--- src/design/rx_pkg.sv ---
////////////////////////////////////////
// receiver audio path definitions
////////////////////////////////////////
package rx_pkg;

	////////////////////////////////////////
	// sizes

	localparam int N_CHANS        = 4;      // receiver channels in the bank
	localparam int WORD_W         = 16;     // shared buffer word
	localparam int WORDS_PER_CHAN = 3;      // i, q, iq3
	localparam int TICKS_W        = 48;     // timestamp
	localparam int BUF_AW         = 10;     // 1024 word buffer
	localparam int NSAMPS_W       = 8;      // frames per buffer setting

	localparam int CHAN_W     = $clog2(N_CHANS);   // channel index width
	localparam int TICK_WORDS = TICKS_W / WORD_W;  // timestamp goes out as 3 words
	localparam int BUF_WORDS  = 1 << BUF_AW;
	localparam int SAMP_W     = WORDS_PER_CHAN * WORD_W;

	////////////////////////////////////////
	// vector types

	typedef logic [WORD_W-1:0]           word_t;
	typedef logic [SAMP_W-1:0]           chan_samp_t;  // iq3:q:i, i in low word
	typedef logic [N_CHANS*SAMP_W-1:0]   chan_bus_t;   // ch0 in low bits
	typedef logic [TICKS_W-1:0]          ticks_t;
	typedef logic [BUF_AW-1:0]           addr_t;
	typedef logic [NSAMPS_W-1:0]         nsamps_t;
	typedef logic [WORD_W-1:0]           buf_ctr_t;    // completed buffers

	// sequencer states
	// S_CHAN, S_TICKS and S_CTR are the states in which a word is on the write port
	typedef enum logic [2:0]
	{
		S_IDLE,
		S_CHAN,
		S_TICKS,
		S_CTR,
		S_DONE
	} seq_state_e;

endpackage
--- src/design/rx_buf_if.sv ---
////////////////////////////////////////
// sample buffer read path
////////////////////////////////////////
`timescale 1ns/1ns

interface rx_buf_if;
	import rx_pkg::*;

	logic     rd_en;        // pop one word, from host port
	word_t    rd_word;      // valid the cycle after rd_en
	buf_ctr_t buf_ctr;      // live completed-buffer count
	logic     buf_done;     // one cycle, buffer just completed

	// buffer side
	modport buf_mp (
		input  rd_en,
		output rd_word,
		output buf_ctr,
		output buf_done
	);

	// host side
	modport host_mp (
		output rd_en,
		input  rd_word,
		input  buf_ctr,
		input  buf_done
	);

endinterface

--- src/design/rx_host_port.sv ---
////////////////////////////////////////
// host read port
////////////////////////////////////////
`timescale 1ns/1ns

module rx_host_port (
	input  logic          adc_clk,
	input  logic          reset_bufs_A,
	input  logic          rd_samp_i,     // pop one buffer word
	input  logic          rd_ctr_i,      // read the buffer counter
	input  logic          srq_ack_i,
	output logic          rd_valid_o,    // one cycle after either read
	output rx_pkg::word_t rd_data_o,
	output logic          srq_o,         // level, a buffer is ready
	rx_buf_if.host_mp     bus
);
	import rx_pkg::*;

	logic     ctr_sel;    // pending read is a counter read
	buf_ctr_t ctr_q;

	// counter read wins, the sample word stays in the buffer
	assign bus.rd_en = rd_samp_i && !rd_ctr_i;

	always_ff @(posedge adc_clk)
	begin
		if (reset_bufs_A)
		begin
			rd_valid_o <= 1'b0;
			srq_o      <= 1'b0;
		end
		else
		begin
			rd_valid_o <= rd_samp_i || rd_ctr_i;
			if (bus.buf_done)
				srq_o <= 1'b1;         // set beats ack
			else if (srq_ack_i)
				srq_o <= 1'b0;
		end
	end

	// result select and counter snapshot
	always_ff @(posedge adc_clk)
	begin
		ctr_sel <= rd_ctr_i;
		if (rd_ctr_i)
			ctr_q <= bus.buf_ctr;
	end

	assign rd_data_o = ctr_sel ? ctr_q : bus.rd_word;

endmodule

--- src/flat_wrapper.sv ---
// flat-port wrapper written by rule: the top's interface ports become plain ports
module rx_host_port_flat import rx_pkg::*;
  (adc_clk, reset_bufs_A, rd_samp_i, rd_ctr_i, srq_ack_i, rd_valid_o, rd_data_o, srq_o, bus_rd_en, bus_rd_word, bus_buf_ctr, bus_buf_done);
  rx_buf_if bus_i ();
  input  logic adc_clk;
  input  logic reset_bufs_A;
  input  logic rd_samp_i;
  input  logic rd_ctr_i;
  input  logic srq_ack_i;
  output logic rd_valid_o;
  output rx_pkg::word_t rd_data_o;
  output logic srq_o;
  output wire logic [$bits(bus_i.rd_en)-1:0] bus_rd_en;
  input wire logic [$bits(bus_i.rd_word)-1:0] bus_rd_word;
  input wire logic [$bits(bus_i.buf_ctr)-1:0] bus_buf_ctr;
  input wire logic [$bits(bus_i.buf_done)-1:0] bus_buf_done;
  assign bus_rd_en = bus_i.rd_en;
  assign bus_i.rd_word = bus_rd_word;
  assign bus_i.buf_ctr = bus_buf_ctr;
  assign bus_i.buf_done = bus_buf_done;
  rx_host_port u_core (.adc_clk(adc_clk), .reset_bufs_A(reset_bufs_A), .rd_samp_i(rd_samp_i), .rd_ctr_i(rd_ctr_i), .srq_ack_i(srq_ack_i), .rd_valid_o(rd_valid_o), .rd_data_o(rd_data_o), .srq_o(srq_o), .bus(bus_i));
endmodule
--- config.mk ---
export PLATFORM = sky130hd
export DESIGN_NAME = rx_host_port_flat
export DESIGN_NICKNAME = d
export VERILOG_FILES = /design/src/design/rx_pkg.sv /design/src/design/rx_buf_if.sv /design/src/design/rx_host_port.sv /design/src/flat_wrapper.sv
export SDC_FILE = /design/constraint.sdc
export NUM_CORES = 1
export LEC_CHECK = 0
export ABC_AREA = 1
export BUFFER_PORTS_ARGS = -buffer_cell sky130_fd_sc_hd__buf_4
export CORE_UTILIZATION = 39
export CTS_CLUSTER_DIAMETER = 80
export DETAILED_ROUTE_END_ITERATION = 8
export PLACE_DENSITY = 0.76
export SKIP_CTS_REPAIR_TIMING = 1
export SLEW_MARGIN = 20
export SYNTH_ARGS = -nofsm -noshare
export SYNTH_HDL_FRONTEND = slang
export SYNTH_SLANG_ARGS = --single-unit
export TNS_END_PERCENT = 1
--- constraint.sdc ---
create_clock -name adc_clk -period 1.2 [get_ports adc_clk]
set_input_delay 0.06 -clock adc_clk [delete_from_list [all_inputs] [get_ports adc_clk]]
set_output_delay 0.06 -clock adc_clk [all_outputs]
set_load 0.05 [all_outputs]
# Word level (Yosys, flattened, before mapping)
# Index checks and enable logic that the tools add are counted.
# W data, S select, Z words.
[word_totals]
reg_bits = 19
inputBits = 38
out_inout_bits = 19
word_cells = 11
[classes]
muxes = 3
n_reduce_logical = 4
[op_table]
columns = ["op", "count"]
rows = [
  ["$mux W16", 1],
  ["$mux W1", 2],
  ["$reduce_bool A2 Y1", 1],
  ["$logic_and A1 B1 Y1", 1],
  ["$logic_not A1 Y1", 1],
  ["$logic_or A1 B1 Y1", 1],
]

# Longest topological paths before layout
[depth]
ltp_word = 2
mapped_depth = 3
depth_no_buf = 3

# Worst setup path before layout
# OpenSTA, ideal clock, no wires.
[synth_timing]
kind = "flip-flop to output port"
startpoint = "register u_core.ctr_sel"
endpoint = "output rd_data_o[1]"
arrival_ns = 1.591
t_required_ns = 1.140
setup_slack_ns = -0.451
path_stages_with_launch = 3
n_path_buf = 1
cell_sequence = "dfxtp_1 buf_6 o21ai_0"
[synth_between]
elab_chain_len = 1
[synth_rtl]
columns = ["element", "line", "text"]
rows = [
  ["start, declared", "rx_host_port.sv:19", "logic ctr_sel;"],
  ["start signal, assigned", "rx_host_port.sv:45", "ctr_sel <= rd_ctr_i;"],
  ["$mux W16", "rx_host_port.sv:50", "assign rd_data_o = ctr_sel ? ctr_q : bus.rd_word;"],
  ["end, declared", "flat_wrapper.sv:11", "output rx_pkg::word_t rd_data_o;"],
]
# Every way passes these cells.

# Worst setup path in the final report
[layout_timing]
startpoint = "register u_core.ctr_sel"
endpoint = "output rd_data_o[12]"
# The elaborated chain is that of the path after synthesis.

==> results.md <==
- Status: complete, but fails checks
- Failing checks: hold timing, setup timing
- Dpl hpwl: 1270 um
- Crit path max fanout: 8
- Most used flip-flop cell after synthesis: edfxtp_1
- DRT Wirelength: 2680 um
- Wire per inst: 14.7 um
- CP Capture Type: output pin
- Synth top cells by count: inv_1, nand2_1, edfxtp_1
- Mapped Cells: 78
- Leakage power: 0.779 nW
- Post-Synth Adder-Cell Area: 0%
- Setup tns final: -0.392 ns
- Comb power frac: 36.0%
- Die X: 47.9 um
- GPL Wtd Cong: 0.637
- Synth Area in Compound Gates: 12.2%
- Vias: 835
- Die Ht: 47.9 um
- # setup viols final: 16
- Switching part of the total: 31.7%
- Tmin final: 1.25 ns
- Worst Skew: 0 ns
- Worst Max-Slew Pin Slew: 0.236 ns
- # port buffers: 56
- Required time at the worst-slack endpoint: 1.14 ns
- Setup ws final: -0.0462 ns
- Max cap viols: 0
- Ports: 57
- Clock sink count: 19
- Non-Filler Instances: 182
- Crit path DAT: 1.19 ns
- GRT Overall Usage: 13.0%
- Distinct cells, synth: 9
- Hold Crit Class: in -> reg
- Xor-xnor portion of the synthesized cell area: 0%
- First-pass GRT wire length: 2040 um
- Most numerous cell in the Yosys netlist: inv_1
- Sequential share of the synthesized area: 65.9%
- Overflow after GRT: 0
- Clock power frac: 17.9%
- Vias in the first global route: 518
- Internal Dissipation: 1.17 mW
- Peak supply drop: 934 uV
- Proportion of layout cells with a drive suffix above 1: 51.6%
- CTS HTree Levels: 1
- Net Sw Power: 0.541 mW
- Cells after DPL: 159
- Rows: 16
- DRC: 0
- Post-synthesis mux area share: 0%
- #FFs+latches synth: 19
- ANT nets after route: 0
- Period utilisation layout: 104%
- Number of synthesized flops with an enable pin: 16
- Largest family of logic cells by synthesized area: buffers and inverters
- Fmax: 0.802 GHz
- Initial DRC Count: 8
- RSZ-0062 raised after global routing: true
- Slew Limit Fails: 0
- Root buf cell: clkbuf_4
- # diodes: 0
- Synth-to-layout area growth: 98.8%
- Mapped Area: 821 um^2
- CTS Buf Count: 3
- Vias/cell: 4.59
- Core area: 1960 um^2
- Worst hold slack: -0.0107 ns
- Crit start category: register
- Synth top area share: 58.5%
- Post-Synth Simple-Gate Area: 9.15%
- Syn nets: 116
- Ys Warns: 0
- Die area: 2290 um^2
- Antenna violations before repair: 0
- Initial core utilization: 41.8%
- FFs w/ async S/R, synth: 0%
- Ranking of synthesized cells by area: edfxtp_1, inv_1, nand2_1, dfxtp_1, o21ai_0
- CTS tree: yes
- Layout Nets: 194
- Flop pwr share: 46.2%
- Latest clock arrival within the worst-skew pair: 0.28 ns
- Clk buf depth: 2
- WS Path Type: reg -> out
- Fill count: 107
- Pwr dens: 1050 nW/um^2
- CTS clock-pin slew for the worst setup and hold paths: 0.10 ns
- Cell taking the most area after synthesis: edfxtp_1
- First drt pass iteration count: 4
- Largest net degree at the start of global routing: 33
- Max-slew headroom: 84.3%
- Hold Fails Final Rpt: 1
- Syn Area/Cell: 10.5 um^2
[final timing paths]
kind                              from                            to  slack (ns)  depth (start not counted)
min reg2reg  u_core.srq_o$_SDFFE_PP0P_     u_core.srq_o$_SDFFE_PP0P_        0.52                          2
min                          rd_samp_i  u_core.rd_valid_o$_SDFF_PP0_       -0.01                          3
max reg2reg  u_core.srq_o$_SDFFE_PP0P_     u_core.srq_o$_SDFFE_PP0P_        0.56                          2
max             u_core.ctr_sel$_DFF_P_                 rd_data_o[12]       -0.05                          3
[power by group through the flow]
stage	clock [mW]	sequential, mW	combinational (mW)
after floorplan	0	0.812	0.256
after global placement	0	0.798	0.457
after detailed placement	0	0.799	0.464
after CTS	0.314	0.784	0.465
after global routing	0.337	0.793	0.643
final	0.305	0.789	0.614
[registers in the layout (all words and copies together), names as in the netlist]
name	cells
u_core.ctr_q	16
u_core.ctr_sel	1
u_core.rd_valid_o	1
u_core.srq_o	1
[area by class of cell]
type	instances	area, um^2	share of cell area [%]
multi-input combinational	37	245	15.0
inverter	19	71.3	4.37
timing repair buffer	76	711	43.6
sequential	19	544	33.4
tap	27	33.8	2.07
clock buffer	4	26.3	1.61
[metrics by stage]
step                      area (um^2)  hold slack, ns  total power [mW]  utilization, %  setup slack [ns]
final                            1630         -0.0107              1.71            83.2           -0.0462
after global routing             1630         0.00603              1.77            83.2           -0.0842
after CTS                        1290         -0.0803              1.56            65.6           -0.0929
after detailed placement         1260           0.229              1.26            64.3             0.231
after global placement           1260           0.226              1.26            64.3             0.279
after floorplan                   821          0.0877              1.07               -            -0.318
[cells by family after synthesis]
logic type | after synthesis
AND/OR/NAND/NOR | 20
flip-flops | 19
buffers and inverters | 22
AO/OA/AOI/OAI | 17
[critical path: stages (launching register included)]
cell and delay (ns):
dfxtp_4 0.39, clkbuf_16 0.17, o21ai_2 0.16, buf_6 0.18
[per-layer routing]
layer | track usage, % | part of all wire (%) | vias up
met5 | 0 | 0 | -
met4 | 6.67 | 1.3 | 0
met3 | 1.89 | 5.6 | 4
met2 | 22.2 | 52 | 45
met1 | 15.9 | 41 | 384
li1 | - | - | 402
[placed cells by master, fill, tap and decap left out, types with 2 or more instances in the layout]
master and count:
clkbuf_4 3, nand2_1 16, o21ai_4 3, dfxtp_1 2, inv_1 19, o21ai_2 13
buf_4 40, buf_6 16, edfxtp_1 16, dlygate4sd3_1 17, nor2_1 3
(Power assumes the default switching activity.)
