**src/design/rx_pkg.sv**
```systemverilog
////////////////////////////////////////
// receiver audio path definitions
////////////////////////////////////////
package rx_pkg;

	////////////////////////////////////////
	// sizes

	localparam int N_CHANS        = 4;      // receiver channels in the bank
	localparam int WORD_W         = 16;     // shared buffer word
	localparam int WORDS_PER_CHAN = 3;      // i, q, iq3
	localparam int TICKS_W        = 48;     // timestamp
	localparam int BUF_AW         = 10;     // 1024 word buffer
	localparam int NSAMPS_W       = 8;      // frames per buffer setting

	localparam int CHAN_W     = $clog2(N_CHANS);   // channel index width
	localparam int TICK_WORDS = TICKS_W / WORD_W;  // timestamp goes out as 3 words
	localparam int BUF_WORDS  = 1 << BUF_AW;
	localparam int SAMP_W     = WORDS_PER_CHAN * WORD_W;

	////////////////////////////////////////
	// vector types

	typedef logic [WORD_W-1:0]           word_t;
	typedef logic [SAMP_W-1:0]           chan_samp_t;  // iq3:q:i, i in low word
	typedef logic [N_CHANS*SAMP_W-1:0]   chan_bus_t;   // ch0 in low bits
	typedef logic [TICKS_W-1:0]          ticks_t;
	typedef logic [BUF_AW-1:0]           addr_t;
	typedef logic [NSAMPS_W-1:0]         nsamps_t;
	typedef logic [WORD_W-1:0]           buf_ctr_t;    // completed buffers

	// sequencer states
	// S_CHAN, S_TICKS and S_CTR are the states in which a word is on the write port
	typedef enum logic [2:0]
	{
		S_IDLE,
		S_CHAN,
		S_TICKS,
		S_CTR,
		S_DONE
	} seq_state_e;

endpackage
```
**src/design/rx_frame_seq.sv**
```systemverilog
////////////////////////////////////////
// audio frame sequencer
////////////////////////////////////////
`timescale 1ns/1ns

module rx_frame_seq (
	input  logic              adc_clk,
	input  logic              reset_bufs_A,
	input  logic              avail_i,       // new channel data, one cycle
	input  rx_pkg::chan_bus_t chan_i,
	input  rx_pkg::ticks_t    ticks_i,
	input  logic              set_nsamps_i,
	input  rx_pkg::nsamps_t   nsamps_i,
	output logic              wr_o,          // one word per high cycle
	output rx_pkg::word_t     wdata_o,
	output logic              buf_done_o,    // cycle after the counter word
	input  rx_pkg::buf_ctr_t  buf_ctr_i      // fed back from the buffer
);
	import rx_pkg::*;

	seq_state_e        state;
	logic              start;          // frame accepted, first word loads next
	logic [CHAN_W-1:0] chan_idx;       // channel of the word on wdata_o
	logic [1:0]        word_idx;       // i, q, iq3 or tick word on wdata_o
	nsamps_t           frame_cnt;      // frames done in this buffer
	nsamps_t           nsamps_q;       // frames per buffer
	chan_bus_t         chan_lat;
	ticks_t            ticks_lat;      // from the most recent accepted strobe

	logic accept;
	logic last_word;
	logic last_chan;
	logic last_tick;
	logic last_frame;

	// pick word w of channel c from the latched bus
	function automatic word_t chan_word(input chan_bus_t cb, input int c, input int w);
		chan_samp_t samp;
		samp = cb[c*SAMP_W +: SAMP_W];
		return samp[w*WORD_W +: WORD_W];
	endfunction

	// timestamp words go low first
	function automatic word_t tick_word(input ticks_t t, input int w);
		return t[w*WORD_W +: WORD_W];
	endfunction

	assign accept     = (state == S_IDLE) && !start && avail_i;   // busy strobes dropped
	assign last_word  = (word_idx == 2'(WORDS_PER_CHAN - 1));
	assign last_chan  = (chan_idx == CHAN_W'(N_CHANS - 1));
	assign last_tick  = (word_idx == 2'(TICK_WORDS - 1));
	assign last_frame = (frame_cnt == nsamps_t'(nsamps_q - 1'b1));

	// a word sits on wdata_o in exactly these states
	assign wr_o       = (state == S_CHAN) || (state == S_TICKS) || (state == S_CTR);
	assign buf_done_o = (state == S_DONE);

	////////////////////////////////////////
	// control

	always_ff @(posedge adc_clk)
	begin
		if (reset_bufs_A)
		begin
			state     <= S_IDLE;
			start     <= 1'b0;
			chan_idx  <= '0;
			word_idx  <= '0;
			frame_cnt <= '0;
		end
		else
		begin
			case (state)
				S_IDLE:
				begin
					if (start)
					begin
						start    <= 1'b0;
						chan_idx <= '0;
						word_idx <= '0;
						state    <= S_CHAN;     // ch0 i goes out next cycle
					end
					else if (accept)
						start <= 1'b1;
				end
				S_CHAN:
				begin
					if (!last_word)
						word_idx <= word_idx + 1'b1;
					else
					begin
						word_idx <= '0;
						if (!last_chan)
							chan_idx <= chan_idx + 1'b1;
						else
						begin
							chan_idx <= '0;
							if (last_frame)
								state <= S_TICKS;   // keep going, append ticks
							else
							begin
								state     <= S_IDLE;  // wait for the next frame
								frame_cnt <= frame_cnt + 1'b1;
							end
						end
					end
				end
				S_TICKS:
				begin
					if (last_tick)
					begin
						word_idx <= '0;
						state    <= S_CTR;
					end
					else
						word_idx <= word_idx + 1'b1;
				end
				S_CTR:   state <= S_DONE;     // single counter word
				S_DONE:
				begin
					state     <= S_IDLE;
					frame_cnt <= '0;
				end
				default: state <= S_IDLE;
			endcase
		end
	end

	////////////////////////////////////////
	// data latches and word mux

	always_ff @(posedge adc_clk)
	begin
		if (set_nsamps_i)
			nsamps_q <= nsamps_i;
		if (accept)
		begin
			chan_lat  <= chan_i;
			ticks_lat <= ticks_i;
		end

		// load the word that goes out on the following cycle
		case (state)
			S_IDLE:  wdata_o <= chan_word(chan_lat, 0, 0);
			S_CHAN:
			begin
				if (!last_word)
					wdata_o <= chan_word(chan_lat, int'(chan_idx), int'(word_idx) + 1);
				else if (!last_chan)
					wdata_o <= chan_word(chan_lat, int'(chan_idx) + 1, 0);
				else
					wdata_o <= tick_word(ticks_lat, 0);   // only used on the last frame
			end
			S_TICKS:
			begin
				if (!last_tick)
					wdata_o <= tick_word(ticks_lat, int'(word_idx) + 1);
				else
					wdata_o <= buf_ctr_i;      // count before this buffer's increment
			end
			default: wdata_o <= wdata_o;
		endcase
	end

endmodule

```
**config.mk**
```make
export PLATFORM = sky130hd
export DESIGN_NAME = rx_frame_seq
export DESIGN_NICKNAME = d
export VERILOG_FILES = /design/src/design/rx_pkg.sv /design/src/design/rx_frame_seq.sv
export SDC_FILE = /design/constraint.sdc
export NUM_CORES = 1
export LEC_CHECK = 0
export CAP_MARGIN = 20
export CORE_AREA = 4 4 216 218
export CTS_CLUSTER_DIAMETER = 50
export DETAILED_ROUTE_END_ITERATION = 10
export DIE_AREA = 0 0 220 222
export DONT_BUFFER_PORTS = 1
export GPL_ROUTABILITY_DRIVEN = 0
export PLACE_DENSITY = 0.42
export SYNTH_ARGS = -nofsm -noshare
export SYNTH_HDL_FRONTEND = slang
export SYNTH_SLANG_ARGS = --single-unit
```
**constraint.sdc**
```tcl
create_clock -name adc_clk -period 28.6 [get_ports adc_clk]
set_clock_uncertainty 0.2 [all_clocks]
set_input_delay 1.43 -clock adc_clk [delete_from_list [all_inputs] [get_ports adc_clk]]
set_output_delay 1.43 -clock adc_clk [all_outputs]
set_load 0.005 [all_outputs]
```
* After elaboration in Yosys (flattened, before gate mapping) *
Index checks and enable logic that the tools add are counted.

cells by class
  add/sub/neg operators = 6
  multipliers = 2
  eq/ne operators = 12
  shifts and indexed selects = 4
  mux-type cells = 22
  reduce and logical (&&, ||, !) cells = 15

operator list
  cell                   count
  $shiftx A192 B10 Y16   1
  $shiftx A192 B9 Y48    1
  $mux W16               3
  $pmux W16 S3           1
  $shiftx A48 B32 Y16    1
  $shiftx A48 B8 Y16     1
  $mux W8                3
  $pmux W8 S2            1
  $mux W3                4
  $pmux W3 S4            1
  $mux W2                5
  $ne A2 B2 Y1 const B   5
  $add A8 B1 Y8 const B  1
  $eq A8 B8 Y1           1
  $pmux W2 S2            2
  $reduce_and A4 Y1      2
  $sub A8 B1 Y8 const B  1
  $add A2 B1 Y3 const B  2
  $eq A3 B2 Y1 const B   2
  $reduce_bool A2 Y1     3
  $mul A3 B2 Y5 const B  1
  $add A2 B1 Y2 const B  2
  $eq A2 B2 Y1 const B   2
  $mul A2 B2 Y4 const B  1
  11 further kinds       14

word-level totals
  flip-flop bits (word level) = 280
  bits of input ports = 268
  output and inout port bits = 18

* Logic depth before layout (Yosys ltp) *
  depth in word-level cells = 6
  depth in mapped cells = 9
  gate-level depth less buffers = 8

* Worst setup path before layout *
OpenSTA, ideal clock, no wires.

  kind = input to register
  start point = in avail_i
  end point = reg start
  library setup time = 0.168 ns
  data arrival time = 27.665 ns
  slack = 0.567 ns
  cell stages on the path = 2
  buffers on the path = 0
  cell sequence = nor4b_1 -> o21ba_2

between the ends
  word-level cells in the longest chain between the ends = 3

ends and longest elaborated chain
  what                  line                text
  start, declared       rx_frame_seq.sv:9   input logic avail_i,
  $logic_and A1 B1 Y1   rx_frame_seq.sv:48  assign accept = (state == S_IDLE) && !start && avail_i;
  $mux W1               rx_frame_seq.sv:83  else if (accept)
  $mux W1               rx_frame_seq.sv:76  if (start)
  end signal, assigned  rx_frame_seq.sv:66  start <= 1'b0;
  end signal, assigned  rx_frame_seq.sv:78  start <= 1'b0;
  end signal, assigned  rx_frame_seq.sv:84  start <= 1'b1;
  end, declared         rx_frame_seq.sv:22  logic start;

No other way between the ends.
A chain may end at the register's enable or synchronous reset.

* Final worst setup path *
  start point = in avail_i
  end point = reg chan_lat[171], enable pin

between the ends
  word-level cells in the longest chain between the ends = 1

ends and longest elaborated chain
  what                  line                 text
  $logic_and A1 B1 Y1   rx_frame_seq.sv:48
  end signal, assigned  rx_frame_seq.sv:138  chan_lat <= chan_i;
  end, declared         rx_frame_seq.sv:27   chan_bus_t chan_lat;

No other way between the ends.

==> results.toml <==
[outcome]
status = "complete, no violations"

[pwr]
total_power_mw = 1.015
irDropWorstVdd_uv = 53.33
cellPowerDensity_mw_per_mm2 = 77.68
p_leak_nw = 4.099

[final_layout]
fill_cells = 4449
final_util = 0.2910
layout-drive-gt1-share = 0.1771
final_nets = 915
fin_cells = 1278
synthToLayoutAreaGrowth_pct = 17.42
fin_area_mm2 = 0.01307

[synth]
yosys.area.top_type = "edfxtp_1"
synth_nets = 902
synth_cell_types = 52
yosysWarnings = 0
synth_enable_flop_cells = 264
synth_top_area_frac = 0.7125
syn_inst = 631
synth.area.top_cells = "edfxtp_1 71%, mux4_2 6.5%, mux2i_1 5.8%"
yosys_most_used_dff = "edfxtp_1"
async_reset_ff_frac = 0
syn_area_per_cell_um2 = 17.63
ys_seq_area_frac = 0.7413
synth_area_mm2 = 0.01113
synth-seq-cells = 280
netlist_top_cells_count = "264 x edfxtp_1, 65 x mux2i_1, 44 x nor2_1"
synth_most_common_cell = "edfxtp_1"

[floorplan]
die_y_um = 222
num_io_pins = 286
rows = 78
die_w_um = 220
start_util = 0.2479
die_area_mm2 = 0.04884
core_mm2 = 0.04489

[setup_path]
critical_path_buf_inv_count = 2
cp_max_fo = 151
rrSetupSlack_ns = 25.16
crit_chain = "nor4b_2 > buf_12 > buf_4"
critPathRequiredTime_ns = 28.56
arrival_ns = 3.41
critPathKind = "in -> reg"
end_kind = "flop"
slowest_stage = "buf_4"
max_stage_delay_ns = 0.93
cp-start-kind = "primary input"
path_delay_family = "buffers and inverters"

[clock_network]
cts_tree = "built"
root_buffer = "clkbuf_16"
cts.reportedPaths.clkPinSlew_ns = 0.05
cts_setup_buffers = 0
clk_latency_ns = 0.55
cts_buffers = 39
postCtsHoldBufs = 0
cts.sinks = 280
htreeDepth = 2
cts_resized = 0
clockBufferDepth = 3

[route]
wl_per_cell_um = 23.05
vias = 5632
firstDrtPassIters = 4
drc_errors = 0
wl_um = 29460
ant_nets = 0
viasPerCell = 4.407
drt_iter0_markers = 322

[sta]
period_needed_ns = 3.453
drv_slew = 0
rsz0062_at_grt = "no"
slew_headroom = 0.2971
worst_pin_slew_ns = 1.054
fin_ws_ns = 25.15
post-route-period-util = 0.1207
finalSetupTns_ns = 0
timing.fmax_ghz = 0.2896
setup_viol = 0
whs_ns = 0.3285
hold_violations = 0

[placement]
dp.cells = 1203
dp_hpwl_um = 20370
postPlaceCellArea_mm2 = 0.01180
portBuffers = 0
pre_cts_slack_ns = 24.54

[min_path]
worstHoldPathType = "reg -> reg"

[global_route]
grt_antenna_before_repair = 12
grt_pass1_wl_um = 42330
grt-ovfl-total = 0
grt_pass1_vias = 6111
grt_max_degree = 152
track_usage = 0.1191

[run]
cap_violations = 0
worst min-delay path: stages (launching register included):
cell and delay (ns):
dfxtp_1 0.35, nand2_1 0.07, a21oi_1 0.06
cells in the final DEF (no fill, tap or decap), types with 3 or more instances in the layout:
master and instances:
bufinv_16 3, dfxtp_1 12, and3_2 4, o21ai_0 19, clkbuf_16 40, clkinv_2 4
diode_2 6, nor3_1 6, clkinv_1 6, a221o_1 16, nand3_1 3, o22ai_1 16
clkbuf_1 6, a21oi_1 25, and2_1 4, nor2_1 44, nand4_1 4, edfxtp_1 264
mux4_2 32, xnor2_1 4, o21a_1 3, xor2_1 8, nand2_1 23, inv_6 3
and3_1 3, ha_1 3, inv_1 5, mux2i_1 65, buf_4 6
power breakdown:
group	total [mW]	internal, mW	switching (mW)
Clock	0.465	0.285	0.180
Combinational	0.0480	0.0176	0.0305
Sequential	0.502	0.488	0.0135
final timing paths:
kind / startpoint / end / depth (start not counted)
worst min-delay path: frame_cnt[1] / frame_cnt[1] / 2
worst max-delay path: avail_i / chan_lat[171] / 3
worst min register to register: frame_cnt[1] / frame_cnt[1] / 2
worst max register to register: state[0] / chan_lat[171] / 4
logic make-up after synthesis:
logic type / share of synthesized area
flops: 0.7413
simple gates: 0.04464
mux: 0.1263
compound gates: 0.05814
buf+inv: 0.01687
xor+xnor: 0.009446
fa+ha+maj: 0.003374
flip-flops by register name, indices dropped and copies added (netlist names):
signal,flops
chan_lat,192
ticks_lat,48
wdata_o,16
frame_cnt,8
nsamps_q,8
state,3
chan_idx,2
word_idx,2
start,1
area by class of cell:
cell class	count	area (um2)	share of cell area
multi-input combinational	311	2704	0.2070
timing repair buffer	7	65.06	0.004980
clock inverter	23	230.2	0.01762
tap	600	750.7	0.05746
antenna	6	15.01	0.001149
clock buffer	46	1023	0.07834
sequential	280	8258	0.6321
inverter	5	18.77	0.001437
metal layers:
layer	up-vias	track usage	wire, um
li1	2558	-	-
met1	2774	0.1422	11650
met2	235	0.1923	14180
met3	55	0.05331	2827
met4	10	0.03829	731
met5	-	0	75
No activity file was read; power rests on OpenSTA's default activity.
